--- config.mk ---
export PLATFORM = sky130hd
export DESIGN_NAME = pocket_core_io
export DESIGN_NICKNAME = d
export VERILOG_FILES = /design/src/verilog/analogizer_pkg.sv /design/src/verilog/analogizer_config.sv /design/src/verilog/snac_player.sv /design/src/verilog/player_router.sv /design/src/verilog/pocket_core_io.sv
export SDC_FILE = /design/constraint.sdc
export NUM_CORES = 1
export LEC_CHECK = 0
export ABC_AREA = 1
export BUFFER_PORTS_ARGS = -buffer_cell sky130_fd_sc_hd__buf_2
export CAP_MARGIN = 20
export CORE_UTILIZATION = 40
export CTS_BUF_LIST = sky130_fd_sc_hd__clkbuf_8 sky130_fd_sc_hd__clkbuf_16
export CTS_CLUSTER_SIZE = 20
export DETAILED_ROUTE_END_ITERATION = 10
export HOLD_SLACK_MARGIN = 0.03
export PLACE_DENSITY = 0.76
export SYNTH_ARGS = -nofsm -noshare
export SYNTH_HDL_FRONTEND = slang
export SYNTH_SLANG_ARGS = --single-unit
--- constraint.sdc ---
create_clock -name clk_74a -period 2.95 [get_ports clk_74a]
set_input_delay 0.295 -clock clk_74a [delete_from_list [all_inputs] [get_ports clk_74a]]
set_output_delay 0.295 -clock clk_74a [all_outputs]
set_load 0.02 [all_outputs]
--- src/verilog/analogizer_pkg.sv ---
/*
  shared definitions for the handheld core io block
  bus widths, stick thresholds, controller codes and the settings word layout
  imported by every rtl module and by the testbench
*/
package analogizer_pkg;

  // word widths
  localparam int key_w        = 16;
  localparam int joy_w        = 32;
  localparam int bus_w        = 32;
  localparam int page_w       = 8;
  localparam int rgb_w        = 24;
  localparam int inc_w        = 40;
  localparam int video_type_w = 4;

  // d-pad positions inside a key bitmap
  localparam int DPAD_UP    = 0;
  localparam int DPAD_DOWN  = 1;
  localparam int DPAD_LEFT  = 2;
  localparam int DPAD_RIGHT = 3;

  // unsigned stick bytes, idle sits near 0x7f
  localparam logic [7:0] STICK_LOW  = 8'h40;
  localparam logic [7:0] STICK_HIGH = 8'hC0;

  typedef logic [4:0] cont_type_t;
  typedef logic [1:0] assign_t;

  // controller type codes
  localparam cont_type_t CONT_NONE     = 5'h00;
  localparam cont_type_t CONT_ANALOG_A = 5'h12;
  localparam cont_type_t CONT_ANALOG_B = 5'h13;

  // settings word fields
  localparam int CFG_TYPE_LSB   = 0;
  localparam int CFG_ASSIGN_LSB = 8;
  localparam int CFG_VIDEO_LSB  = 12;
  localparam int CFG_BLANK_BIT  = 16;
  localparam logic [bus_w-1:0] CFG_MASK = 32'h0001_FFFF;

  localparam logic [video_type_w-1:0] VIDEO_TYPE_PAL = 4'h4;

  // chroma phase steps for the y/c encoder
  localparam logic [inc_w-1:0] NTSC_PHASE_INC = 40'd40997409892;
  localparam logic [inc_w-1:0] PAL_PHASE_INC  = 40'd50779326758;

endpackage

--- src/verilog/analogizer_config.sv ---
/*
  video adapter settings register on its own host bridge page
  written by a single-cycle bridge strobe and read back through a combinational mux
  also decodes the fields and applies blanking and the ntsc/pal select to video
*/
`timescale 1ns/1ps

module analogizer_config #(
  parameter logic [analogizer_pkg::page_w-1:0] CONFIG_PAGE = 8'hF7
) (
  input  logic                               clk_74a,
  input  logic                               arst_n,
  input  logic [analogizer_pkg::bus_w-1:0]   bridge_addr,
  input  logic                               bridge_wr,
  input  logic [analogizer_pkg::bus_w-1:0]   bridge_wr_data,
  input  logic [analogizer_pkg::rgb_w-1:0]   rgb_in,
  output logic [analogizer_pkg::bus_w-1:0]   bridge_rd_data,
  output analogizer_pkg::cont_type_t         cont_type,
  output analogizer_pkg::assign_t            cont_assign,
  output logic [analogizer_pkg::rgb_w-1:0]   video_rgb,
  output logic [analogizer_pkg::inc_w-1:0]   chroma_phase_inc,
  output logic                               pal_flag
);

  import analogizer_pkg::*;

  // stored settings, only the masked bits ever hold ones
  logic [bus_w-1:0]        cfg_word;
  // top address byte selects our page
  logic                    page_hit;
  logic [video_type_w-1:0] video_type;
  logic                    blank_screen;

  ////////////////////////////////////////////////////////////////////////////
  // bridge access
  ////////////////////////////////////////////////////////////////////////////

  assign page_hit = (bridge_addr[bus_w-1 -: page_w] == CONFIG_PAGE);

  // write lands at the edge after the strobe
  always_ff @(posedge clk_74a or negedge arst_n) begin
    if (!arst_n) begin
      cfg_word <= '0;
    end else if (bridge_wr && page_hit) begin
      // unwritable bits are dropped here
      cfg_word <= bridge_wr_data & CFG_MASK;
    end
  end

  // read data follows the address directly
  // every page but ours reads as zero
  always_comb begin
    if (page_hit) begin
      bridge_rd_data = cfg_word;
    end else begin
      bridge_rd_data = '0;
    end
  end

  ////////////////////////////////////////////////////////////////////////////
  // field decode
  ////////////////////////////////////////////////////////////////////////////

  // controller type, zero means snac off
  assign cont_type    = cfg_word[CFG_TYPE_LSB +: $bits(cont_type_t)];
  // low two bits of the assignment field only
  // upper pair is kept for readback
  assign cont_assign  = cfg_word[CFG_ASSIGN_LSB +: $bits(assign_t)];
  assign video_type   = cfg_word[CFG_VIDEO_LSB +: video_type_w];
  assign blank_screen = cfg_word[CFG_BLANK_BIT];

  ////////////////////////////////////////////////////////////////////////////
  // video side
  ////////////////////////////////////////////////////////////////////////////

  // handheld screen goes black while blanking is set
  assign video_rgb = blank_screen ? '0 : rgb_in;

  // only type 4 means pal
  assign pal_flag = (video_type == VIDEO_TYPE_PAL);

  // encoder phase step follows the standard
  assign chroma_phase_inc = pal_flag ? PAL_PHASE_INC : NTSC_PHASE_INC;

endmodule

--- src/verilog/snac_player.sv ---
/*
  capture of one snac controller port
  button and stick words pass a synchronizer chain, then one register stage
  analog controller types turn the left stick into d-pad bits
*/
`timescale 1ns/1ps

module snac_player #(
  parameter int SYNC_STAGES = 3
) (
  input  logic                               clk_74a,
  input  logic                               arst_n,
  input  logic [analogizer_pkg::key_w-1:0]   snac_btn,
  input  logic [analogizer_pkg::joy_w-1:0]   snac_joy,
  input  analogizer_pkg::cont_type_t         cont_type,
  output logic [analogizer_pkg::key_w-1:0]   player_word
);

  import analogizer_pkg::*;

  // left stick byte positions in the joy word
  localparam int STICK_X_LSB = 0;
  localparam int STICK_Y_LSB = 8;

  // synchronizer chains, stage 0 samples the pins
  logic [key_w-1:0] btn_sync [SYNC_STAGES];
  logic [joy_w-1:0] joy_sync [SYNC_STAGES];

  logic [key_w-1:0] btn_s;
  logic [7:0]       stick_x;
  logic [7:0]       stick_y;
  logic             is_analog;
  logic [key_w-1:0] stick_word;

  ////////////////////////////////////////////////////////////////////////////
  // input synchronizer
  ////////////////////////////////////////////////////////////////////////////

  // snac pins are asynchronous to clk_74a
  // needs at least two stages
  always_ff @(posedge clk_74a or negedge arst_n) begin
    if (!arst_n) begin
      for (int i = 0; i < SYNC_STAGES; i++) begin
        btn_sync[i] <= '0;
        joy_sync[i] <= '0;
      end
    end else begin
      btn_sync[0] <= snac_btn;
      joy_sync[0] <= snac_joy;
      for (int i = 1; i < SYNC_STAGES; i++) begin
        btn_sync[i] <= btn_sync[i-1];
        joy_sync[i] <= joy_sync[i-1];
      end
    end
  end

  assign btn_s   = btn_sync[SYNC_STAGES-1];
  assign stick_x = joy_sync[SYNC_STAGES-1][STICK_X_LSB +: 8];
  assign stick_y = joy_sync[SYNC_STAGES-1][STICK_Y_LSB +: 8];

  ////////////////////////////////////////////////////////////////////////////
  // stick to d-pad
  ////////////////////////////////////////////////////////////////////////////

  assign is_analog = (cont_type == CONT_ANALOG_A) || (cont_type == CONT_ANALOG_B);

  // upper buttons kept, d-pad replaced by thresholded stick
  // strict compares leave a dead zone between the limits
  always_comb begin
    stick_word             = btn_s;
    stick_word[DPAD_UP]    = (stick_y < STICK_LOW);
    stick_word[DPAD_DOWN]  = (stick_y > STICK_HIGH);
    stick_word[DPAD_LEFT]  = (stick_x < STICK_LOW);
    stick_word[DPAD_RIGHT] = (stick_x > STICK_HIGH);
  end

  // registered player word
  always_ff @(posedge clk_74a or negedge arst_n) begin
    if (!arst_n) begin
      player_word <= '0;
    end else begin
      player_word <= is_analog ? stick_word : btn_s;
    end
  end

endmodule

--- src/verilog/player_router.sv ---
/*
  routes snac player words and handheld keys to the two player controls
  picked by the controller type and the assignment mode
  both outputs are registered, one cycle from any input
*/
`timescale 1ns/1ps

module player_router (
  input  logic                               clk_74a,
  input  logic                               arst_n,
  input  analogizer_pkg::cont_type_t         cont_type,
  input  analogizer_pkg::assign_t            cont_assign,
  input  logic [analogizer_pkg::key_w-1:0]   snac1_word,
  input  logic [analogizer_pkg::key_w-1:0]   snac2_word,
  input  logic [analogizer_pkg::key_w-1:0]   cont1_key,
  input  logic [analogizer_pkg::key_w-1:0]   cont2_key,
  output logic [analogizer_pkg::key_w-1:0]   p1_controls,
  output logic [analogizer_pkg::key_w-1:0]   p2_controls
);

  import analogizer_pkg::*;

  ////////////////////////////////////////////////////////////////////////////
  // control select
  ////////////////////////////////////////////////////////////////////////////

  always_ff @(posedge clk_74a or negedge arst_n) begin
    if (!arst_n) begin
      p1_controls <= '0;
      p2_controls <= '0;
    end else if (cont_type == CONT_NONE) begin
      // snac off so the handheld drives both players
      p1_controls <= cont1_key;
      p2_controls <= cont2_key;
    end else begin
      case (cont_assign)
        2'd0: begin
          // snac 1 to player 1
          p1_controls <= snac1_word;
          p2_controls <= cont2_key;
        end
        2'd1: begin
          // snac 1 to player 2
          // d-pad conversion already applied upstream
          p1_controls <= cont1_key;
          p2_controls <= snac1_word;
        end
        2'd2: begin
          // both ports straight through
          p1_controls <= snac1_word;
          p2_controls <= snac2_word;
        end
        default: begin
          // ports swapped
          p1_controls <= snac2_word;
          p2_controls <= snac1_word;
        end
      endcase
    end
  end

endmodule

--- src/verilog/pocket_core_io.sv ---
/*
  core-owned part of the handheld top level
  settings register, two snac ports and the player control router
  instances and wires only
*/
`timescale 1ns/1ps

module pocket_core_io #(
  parameter logic [analogizer_pkg::page_w-1:0] CONFIG_PAGE = 8'hF7,
  parameter int                                SYNC_STAGES = 3
) (
  input  logic                               clk_74a,
  input  logic                               arst_n,
  input  logic [analogizer_pkg::bus_w-1:0]   bridge_addr,
  // part of the bridge port only, reads are not strobed
  input  logic                               bridge_rd,
  input  logic                               bridge_wr,
  input  logic [analogizer_pkg::bus_w-1:0]   bridge_wr_data,
  input  logic [analogizer_pkg::key_w-1:0]   cont1_key,
  input  logic [analogizer_pkg::key_w-1:0]   cont2_key,
  input  logic [analogizer_pkg::key_w-1:0]   snac1_btn,
  input  logic [analogizer_pkg::joy_w-1:0]   snac1_joy,
  input  logic [analogizer_pkg::key_w-1:0]   snac2_btn,
  input  logic [analogizer_pkg::joy_w-1:0]   snac2_joy,
  input  logic [analogizer_pkg::rgb_w-1:0]   rgb_in,
  output logic [analogizer_pkg::bus_w-1:0]   bridge_rd_data,
  output logic [analogizer_pkg::key_w-1:0]   p1_controls,
  output logic [analogizer_pkg::key_w-1:0]   p2_controls,
  output logic [analogizer_pkg::rgb_w-1:0]   video_rgb,
  output logic [analogizer_pkg::inc_w-1:0]   chroma_phase_inc,
  output logic                               pal_flag
);

  import analogizer_pkg::*;

  cont_type_t       cont_type;
  assign_t          cont_assign;
  logic [key_w-1:0] snac1_word;
  logic [key_w-1:0] snac2_word;

  // settings register and video side
  analogizer_config #(.CONFIG_PAGE(CONFIG_PAGE)) u_config (
    .clk_74a(clk_74a), .arst_n(arst_n),
    .bridge_addr(bridge_addr), .bridge_wr(bridge_wr), .bridge_wr_data(bridge_wr_data),
    .rgb_in(rgb_in), .bridge_rd_data(bridge_rd_data),
    .cont_type(cont_type), .cont_assign(cont_assign),
    .video_rgb(video_rgb), .chroma_phase_inc(chroma_phase_inc), .pal_flag(pal_flag)
  );

  // snac port 1
  snac_player #(.SYNC_STAGES(SYNC_STAGES)) u_snac1 (
    .clk_74a(clk_74a), .arst_n(arst_n),
    .snac_btn(snac1_btn), .snac_joy(snac1_joy),
    .cont_type(cont_type), .player_word(snac1_word)
  );

  // snac port 2
  snac_player #(.SYNC_STAGES(SYNC_STAGES)) u_snac2 (
    .clk_74a(clk_74a), .arst_n(arst_n),
    .snac_btn(snac2_btn), .snac_joy(snac2_joy),
    .cont_type(cont_type), .player_word(snac2_word)
  );

  // player control select
  player_router u_router (
    .clk_74a(clk_74a), .arst_n(arst_n),
    .cont_type(cont_type), .cont_assign(cont_assign),
    .snac1_word(snac1_word), .snac2_word(snac2_word),
    .cont1_key(cont1_key), .cont2_key(cont2_key),
    .p1_controls(p1_controls), .p2_controls(p2_controls)
  );

endmodule

== Word level (Yosys, flattened, before mapping) ==
Cells that the tools add are included.

* Magnitude comparators: 8
* Reduce and logical (&&, ||, !) cells: 5
* Multiplexer cells: 9
* Equality and inequality tests: 6

{| class="wikitable"
|+ Operator list
! kind !! count
|-
| case mux 16 bit (2 select lines) || 2
|-
| 2-to-1 mux 34 bit || 1
|-
| greater-than comparator 8 bit (second input constant) || 4
|-
| < comparator 8 x 7 -> 1 bit (second input constant) || 4
|-
| 2-to-1 mux 16 bit || 2
|-
| 2-to-1 mux 24 bit || 1
|-
| 2-to-1 mux 17 bit || 1
|-
| == test 5 bit (second input constant) || 2
|-
| == test 8 bit (second input constant) || 1
|-
| 2-to-1 mux 4 bit || 2
|-
| logical NOT 5 bit || 1
|-
| == test 4 x 3 -> 1 bit (second input constant) || 1
|-
| == test 2 x 1 -> 1 bit (second input constant) || 1
|-
| == test 2 bit (second input constant) || 1
|-
| logical NOT 2 bit || 1
|-
| OR reduction 2 bit || 1
|-
| logical AND 1 bit || 1
|-
| logical OR 1 bit || 1
|}

* Input port bits: 220
* Bits in registers: 273
* Logic and storage cells: 45
* Output and inout port bits: 129

== Depth between registers and ports, before layout ==
Gate-level depths: netlist of the first run.

* Word-level depth: 4
* Mapped depth: 7
* Mapped depth without buffers: 6

== Cells and area by module ==
Synthesis of the first run repeated with hierarchy kept, for this count alone.

* Cells, all modules: 802
* Area total of the unflattened synthesis: 9441.6 um2

{| class="wikitable"
|+ By module, submodules not included
! module !! area an instance (um2) !! times used !! cells each !! seq. area each (um2)
|-
| snac_player || 2922.8 || 2 || 140 || 2802.7
|-
| player_router || 1998.2 || 1 || 289 || 800.8
|-
| analogizer_config || 1597.8 || 1 || 233 || 425.4
|}

== Worst setup path before layout of the first run ==
Ideal clock, no wire load.

* Path kind: register -> output
* From: register u_config.cfg_word[15]
* To: output port chroma_phase_inc[11] in the netlist's numbering
* Arrival time: 1.437 ns
* Path slack: 1.218 ns
* Path buffers: 1
* Required time: 2.655 ns
* Stages on the path, launching flop included: 5
* Cells stage by stage: dfrtp_1 -> inv_1 -> nand4_1 -> inv_1 -> buf_4

* Longest elaborated chain between the ends: 2

{| class="wikitable"
|+ Ends and longest elaborated chain
! element !! line !! source
|-
| start, declared || analogizer_config.sv:28 || <nowiki>logic [bus_w-1:0] cfg_word;</nowiki>
|-
| start signal, assigned || analogizer_config.sv:46 || <nowiki>cfg_word <= bridge_wr_data & CFG_MASK;</nowiki>
|-
| == test 4 x 3 -> 1 bit || analogizer_config.sv:80 || <nowiki>assign pal_flag = (video_type == VIDEO_TYPE_PAL);</nowiki>
|-
| named net pal_flag || pocket_core_io.sv:31 || <nowiki>output logic pal_flag</nowiki>
|-
| 2-to-1 mux 34 bit || analogizer_config.sv:83 || <nowiki>assign chroma_phase_inc = pal_flag ? PAL_PHASE_INC : NTSC_PHASE_INC;</nowiki>
|-
| end, declared || pocket_core_io.sv:30 || <nowiki>output logic [analogizer_pkg::inc_w-1:0] chroma_phase_inc,</nowiki>
|}

The timed path passes the listed nets, and every way through them passes these cells.

== Worst setup path in the final report of the first run ==
* From: register u_config.cfg_word[12]
* To: output port chroma_phase_inc[16] in the netlist's numbering

* Longest elaborated chain between the ends: 2

{| class="wikitable"
|+ Ends and longest elaborated chain
! element !! line
|-
| == test 4 x 3 -> 1 bit || analogizer_config.sv:80
|-
| 2-to-1 mux 34 bit || analogizer_config.sv:83
|}

Every way passes these cells.

==> run_results.csv, run 1 <==
group,metric,value,unit
min_path,min_path_cells,3,
yosys,yosys.area.top_type,"dfrtp_1",
routing,drt-pass1-iter-count,4,
die,chipHeight,152,um
yosys,synth_top_flop_cell,"dfrtp_1",
place,io_buffers,237,
place,routabilityCongestion,0.772,
clocking,cts_setup_buffers,0,
routing,wl_per_cell,14.7,um
flow_run,maxCapViolations,0,
clocking,htreeDepth,1,
setup_path,required,2.65,ns
die,io_pins,349,
yosys,synth-edff-count,0,
pwr,netSwitchingFraction,0.231,
min_path,holdPathEnd,"u_config.cfg_word[6]",
global_route,grt_overflow,0,
pwr,p_sw,1.94,mW
sta,fmax,499,MHz
yosys,async_flop_share,1.00,
status,status,"completed",
yosys,seq_area_frac_synth,0.762,
pwr,ir_drop,0.486,mV
setup_path,worstPathMaxFanout,10,
global_route,grt_max_degree,105,
final_layout,finalNetCount,1290,
setup_path,end_kind,"output port",
sta,fin_skew,0.0137,ns
yosys,yosysMostFrequentCell,"dfrtp_1",
place,hpwl,12.0,mm
clocking,cts_tree,"done",
sta,worstMarginPinSlew,0.739,ns
yosys,synth_top_area_frac,0.762,
clocking,root_buffer,"clkbuf_16",
yosys,synth_adder_area_share,0,
yosys,yosys-top-cells-count,"273 x dfrtp_1, 185 x nand2_1, 58 x nor2_1, 56 x inv_1, 55 x buf_4",
yosys,netlist_area,0.00897,sq mm
sta,period_share,0.680,
routing,vias,5963,
yosys,synth_warnings,0,
sta,finalCriticalPeriod,2.01,ns
global_route,antenna_found_initial,1,
pwr,p_leak,6.30,nW
clocking,clock_path_buffers,3,
yosys,synth_compound_area_frac,0.0201,
setup_path,r2r_setup_slack,1.18,ns
yosys,synthMuxAreaShare,0,
setup_path,worstReg2RegEnd,"u_router.p2_controls[12]",
yosys,synthXorXnorAreaFrac,0,
sta,slew_viol_final,0,
global_route,grtUsageTotal,0.174,
sta,hold_slack,0.0519,ns
setup_path,r2r_cells,6,
routing,drc,0,
setup_path,worstSetupStartpointType,"register",
clocking,numCtsBuffers,27,
final_layout,diodes,0,
min_path,holdCritPathClass,"input port to register",
yosys,yosysUniqueCellTypes,20,
yosys,synth_area_leaders,"dfrtp_1 76%, nand2_1 7.7%, buf_4 4.6%, nor2_1 2.4%, inv_1 2.3%",
pwr,p_comb_frac,0.091,
sta,hold_viol_final,0,
sta,final-setup-viol-count,0,
die,die_w,152,um
pwr,p_seq_frac,0.480,
pwr,power,8.41,mW
min_path,hold_start,"bridge_wr_data[6]",
setup_path,worstPathArrival,1.71,ns
die,rows,54,
global_route,grt_pass1_wl,30.3,mm
die,coreArea,0.0219,sq mm
clocking,path_clk_slew,0.06,ns
pwr,p_per_area,686,mW/mm^2
die,dieArea,0.0230,sq mm
setup_path,setup.worst_path.class,"register to output port",
final_layout,layout-drive-gt1-share,0.285,
setup_path,rr_startpoint,"u_config.cfg_word[8]",
yosys,synth_top_family_by_area,"simple AND/OR/NAND/NOR gates",
pwr,power_frac_clock,0.429,
pwr,p_int,6.47,mW
sta,maxSlewHeadroom,0.507,
clocking,clk_latency,0.52,ns
routing,drt_iter0_markers,312,
clocking,cts.sinks,273,
sta,grt_setup_unrepaired,"no",
die,initial_core_util,0.410,
global_route,first_global_vias,5975,
yosys,synthSimpleGateAreaFrac,0.134,
yosys,avgSynthCellArea,12.3,sq um
routing,postRouteWirelength,20.2,mm
final_layout,area_growth,36.6,%
routing,viasPerCell,4.36,
yosys,synthCells,727,
sta,finalSetupTns,0,ns
routing,postRouteAntennaNets,0,
yosys,synth_seq_cells,273,
power groups by stage:
stage / logic (mW) / registers (mW) / clock network [mW]
after global placement: 0.636 / 4.09 / 0
after CTS: 0.760 / 4.04 / 3.68
after floorplan: 0.330 / 4.15 / 0
after global routing: 0.856 / 4.06 / 3.83
final: 0.765 / 4.04 / 3.60
after detailed placement: 0.644 / 4.10 / 0
per-stage QoR:
| stage | worst slack, ns | cell area (sq um) | instances | utilization |
|---|---|---|---|---|
| finish | 0.944 | 12200 | 1369 | 0.559 |
| global route | 0.655 | 12200 | 1369 | 0.559 |
| CTS | 0.911 | 12200 | 1369 | 0.559 |
| detailed placement | 1.14 | 10200 | 1213 | 0.467 |
| global placement | 1.14 | 10200 | 1213 | 0.467 |
| floorplan | 1.22 | 9110 | 764 | - |
timing repair:
action | 4_1_cts | 5_1_grt
endpoints found under the hold margin | 207 | 0
hold buffers | 108 | 0
resized for setup | 0 | 0
flip-flops by register name, indices dropped and copies added, names as in the netlist:
signal and flops:
u_config.cfg_word 17, u_router.p1_controls 16, u_router.p2_controls 16, u_snac1.btn_s 16, u_snac1.btn_sync 32, u_snac1.joy_sync 48
u_snac1.player_word 16, u_snac2.btn_s 16, u_snac2.btn_sync 32, u_snac2.joy_sync 48, u_snac2.player_word 16
per-layer routing:
metal / GRT usage / routed length (um) / vias up / part of all wire
met5: 0 / 0 / - / 0
met4: 0.0589 / 496 / 0 / 0.025
met3: 0.0284 / 1210 / 44 / 0.060
met2: 0.323 / 10600 / 235 / 0.53
met1: 0.204 / 7850 / 2873 / 0.39
li1: - / - / 2811 / -
worst max path at each step:
stage          cells after the start  slack [ns]                   from                    to
2_1_floorplan                      4        1.22  u_config.cfg_word[15]  chroma_phase_inc[11]
3_3_place_gp                       7        1.14        bridge_addr[27]     bridge_rd_data[0]
3_5_place_dp                       7        1.14        bridge_addr[27]     bridge_rd_data[0]
4_1_cts                            3        0.91  u_config.cfg_word[16]    bridge_rd_data[16]
5_1_grt                            4        0.65  u_config.cfg_word[12]              pal_flag
6_report                           4        0.94  u_config.cfg_word[12]  chroma_phase_inc[16]
cells by family after synthesis:
logic type / Yosys count
and+or+nand+nor: 283
DFF: 273
buffers and inverters: 133
AOI/OAI and AO/OA: 36
other: 2
layout by cell type (no fill, tap or decap), drive strengths merged:
master,count
or2,4
nand4,18
dlygate4sd3,108
nand2,193
nor2,61
buf,243
clkinvlp,2
inv,63
clkinv,6
o21ai,36
bufinv,5
nand3,7
conb,39
dfrtp,273
clkbuf,31
cell type report:
type,count,area (sq um)
fill,1704,9640
sequential,273,6830
timing repair buffer,351,2360
multi-input combinational,358,1530
clock buffer,31,731
tap,280,350
clock inverter,17,224
inverter,59,221
worst max-delay path: stages (launching register included):
cell,delay [ns]
dfrtp_1,0.38
inv_1,0.10
nand4_1,0.23
inv_1,0.28
buf_2,0.22
Note: power is estimated with default switching activity, not from simulation.
==> run 2: changes to the inputs <==
--- a/config.mk
+++ b/config.mk
@@ -5,7 +5,7 @@
 export SDC_FILE = /design/constraint.sdc
 export NUM_CORES = 1
 export LEC_CHECK = 0
-export ABC_AREA = 1
+export ABC_AREA = 0
 export BUFFER_PORTS_ARGS = -buffer_cell sky130_fd_sc_hd__buf_2
 export CAP_MARGIN = 20
 export CORE_UTILIZATION = 40
@@ -13,7 +13,7 @@
 export CTS_CLUSTER_SIZE = 20
 export DETAILED_ROUTE_END_ITERATION = 10
 export HOLD_SLACK_MARGIN = 0.03
-export PLACE_DENSITY = 0.76
+export PLACE_DENSITY = 0.78
 export SYNTH_ARGS = -nofsm -noshare
 export SYNTH_HDL_FRONTEND = slang
 export SYNTH_SLANG_ARGS = --single-unit
==> constraint.sdc (replaced) <==
create_clock -name clk_74a -period 1.7 [get_ports clk_74a]
set_input_delay 0.17 -clock clk_74a [delete_from_list [all_inputs] [get_ports clk_74a]]
set_output_delay 0.17 -clock clk_74a [all_outputs]
set_load 0.02 [all_outputs]
==> run 2 against run 1 <==
Compared with the run above: the flow now finishes with violations (negative setup slack); cell area up 8.0%; clock skew increased by 0.0068 ns; combinational power rose by 130%; total power rose by 82%; clock-buffer cell count unchanged; largest power group unchanged.
==> run_results.csv, run 2 <==
group,metric,value,unit
routing,drt-pass1-iter-count,4,
yosys,seq_area_frac_synth,0.724,
final_layout,area_growth,40.2,%
yosys,synth_top_flop_cell,"dfrtp_1",
yosys,yosys-top-cells-count,"273 x dfrtp_1, 58 x buf_4, 40 x nor2b_1, 33 x mux2_2, 32 x nand3_1",
yosys,yosysUniqueCellTypes,34,
final_layout,fin_area,0.0132,sq mm
final_layout,reg_top3,"u_snac1.joy_sync x48, u_snac2.joy_sync x48",
yosys,yosysMostFrequentCell,"dfrtp_1",
clocking,cts_tree,"done",
routing,viasPerCell,4.65,
yosys,synth_area_leaders,"dfrtp_1 72%, buf_4 4.6%, mux2_2 3.9%, nor2b_1 2.7%, mux2i_1 1.7%",
clocking,clk_latency,0.54,ns
min_path,holdCritPathClass,"input port to async pin",
pwr,power_frac_clock,0.423,
yosys,synth-edff-count,0,
setup_path,worstSetupStartpointType,"register",
die,io_pins,349,
sta,worst_slack,-0.299,ns
setup_path,worstPathMaxFanout,5,
die,coreArea,0.0228,sq mm
final_layout,layout_common_cells,"270 x dfrtp_1, 213 x buf_2, 114 x dlygate4sd3_1",
clocking,root_buffer,"clkbuf_16",
sta,fin_skew,0.0205,ns
yosys,netlist_area,0.00943,sq mm
global_route,first_global_vias,6462,
clocking,path_clk_slew,0.06,ns
setup_path,end_kind,"output port",
pwr,p_per_area,1150,mW/mm^2
routing,wl_per_cell,17.4,um
place,routabilityCongestion,0.790,
global_route,grtUsageTotal,0.191,
die,chipHeight,156,um
sta,slew_viol_final,0,
sta,final-setup-viol-count,17,
clocking,htreeDepth,1,
routing,postRouteWirelength,23.2,mm
yosys,synth_warnings,0,
status,status,"finished, violations left",
sta,finalCriticalPeriod,2.00,ns
setup_path,worstPathArrival,1.83,ns
pwr,p_comb_frac,0.115,
sta,grt_setup_unrepaired,"yes",
sta,period_share,1.18,
final_layout,final_common_cell,"dfrtp_1",
yosys,synth_top_area_frac,0.724,
routing,vias,6209,
global_route,grt_pass1_wl,35.0,mm
clocking,cts.sinks,273,
pwr,p_seq_frac,0.462,
sta,hold_viol_final,0,
pwr,ir_drop,0.863,mV
die,rows,55,
final_layout,fill_cells,1783,
sta,fmax,500,MHz
die,dieArea,0.0242,sq mm
yosys,synth_seq_cells,273,
setup_path,required,1.53,ns
status,violations,"negative setup slack",
routing,drc,0,
sta,finalSetupTns,-4.34,ns
yosys,synthCells,639,
pwr,netSwitchingFraction,0.241,
pwr,power,15.3,mW
place,dpl_cell_area,0.0109,sq mm
final_layout,finalNetCount,1217,
setup_path,setup.worst_path.class,"register to output port",
final_layout,final_cells,1334,
global_route,grt_overflow,0,
pwr,p_int,11.6,mW
clocking,clock_path_buffers,3,
final_layout,layout-drive-gt1-share,0.369,
die,die_w,156,um
yosys,avgSynthCellArea,14.8,sq um
routing,drt_iter0_markers,412,
global_route,antenna_found_initial,2,
clocking,numCtsBuffers,28,
global_route,grt_max_degree,59,
yosys,async_flop_share,1.00,
place,io_buffers,237,
pwr,p_leak,6.18,nW
routing,postRouteAntennaNets,0,
flow_run,maxCapViolations,0,
die,initial_core_util,0.413,
place,dp.cells,1157,
pwr,p_sw,3.68,mW
yosys,yosys.area.top_type,"dfrtp_1",
place,hpwl,13.9,mm
run 2: changes by cell type in the layout (fill, tap and decap cells not counted), moves of 16 or more:
cell / before / now
a211o_1: 0 / 16
a21oi_1: 0 / 16
a311oi_1: 0 / 16
and2_1: 0 / 17
buf_2: 236 / 213
buf_4: 3 / 34
inv_1: 58 / 6
mux2_2: 0 / 33
mux2i_1: 0 / 16
nand2_1: 185 / 24
nand3_1: 4 / 32
nand4_1: 18 / 1
nor2_1: 58 / 1
nor2b_1: 0 / 32
run 2: power by group through the flow:
stage                     Clock [mW]  Combinational [mW]  Sequential [mW]
after detailed placement           0                1.45             7.17
after global placement             0                1.42             7.16
after floorplan                    0               0.762             7.26
after global routing            6.89                1.88             7.09
after CTS                       6.60                1.72             7.05
final                           6.46                1.75             7.06
run 2: worst max-delay path, stage by stage (launching register included):
cell and delay (ns):
dfrtp_1 0.41, or4b_4 0.59, clkinvlp_4 0.14, buf_2 0.17
run 2: logic make-up (layout without fill, tap and decap cells):
logic type	Yosys count	after routing	synth area share
other	2	42	0.000796
AND/OR/NAND/NOR	129	130	0.0793
AO/OA/AOI/OAI	92	92	0.0738
multiplexers	49	49	0.0564
flip-flops	273	273	0.724
buffers and inverters	94	435	0.0654
run 2: worst paths after layout:
check	endpoint	cells past startpoint	from	slack, ns
min reg2reg	u_snac2.btn_s[4]	0	u_snac2.btn_sync[20]	0.34
min in group clk_74a	u_config.cfg_word[3]	5	bridge_wr	0.26
min	u_router.p1_controls[11]	2	arst_n	0.15
max in group asynchronous	u_snac2.btn_sync[32]	3	arst_n	0.75
max	chroma_phase_inc[8]	3	u_config.cfg_word[13]	-0.30
max reg2reg	u_router.p1_controls[8]	4	u_config.cfg_word[3]	0.06
run 2: repair_timing:
item / 4_1_cts / 5_1_grt
endpoints found under the hold margin: 354 / 0
endpoints found under the setup margin: 44 / 33
cloned: 3 / 0
buffers inserted: 5 / 1
gates resized for setup: 28 / 21
pin swaps: 2 / 1
hold buffers: 114 / 0
run 2: metal layers:
layer,share of wire,global-route usage,up-vias
met3,0.074,0.0478,63
met1,0.37,0.217,3045
met2,0.52,0.338,281
met4,0.037,0.0845,0
li1,-,-,2820
met5,0,0,-
run 2: final cells by class:
cell class	instances	area, sq um	share of cell area
timing repair buffer	381	2800	0.211
clock buffer	31	753	0.0570
timing repair inverter	1	7.51	0.000568
inverter	2	11.3	0.000852
tap	313	392	0.0296
antenna	3	7.51	0.000568
multi-input combinational	310	2180	0.165
sequential	273	6840	0.517
clock inverter	20	241	0.0183
run 2: through the flow:
| step | util | setup WS, ns | hold WS [ns] |
|---|---|---|---|
| 3_5_place_dp | 0.475 | 0.0696 | 0.126 |
| 5_1_grt | 0.579 | -0.371 | 0.184 |
| 2_1_floorplan | - | 0.156 | -0.126 |
| 4_1_cts | 0.576 | -0.321 | 0.170 |
| 6_report | 0.579 | -0.299 | 0.152 |
| 3_3_place_gp | 0.475 | 0.149 | 0.121 |
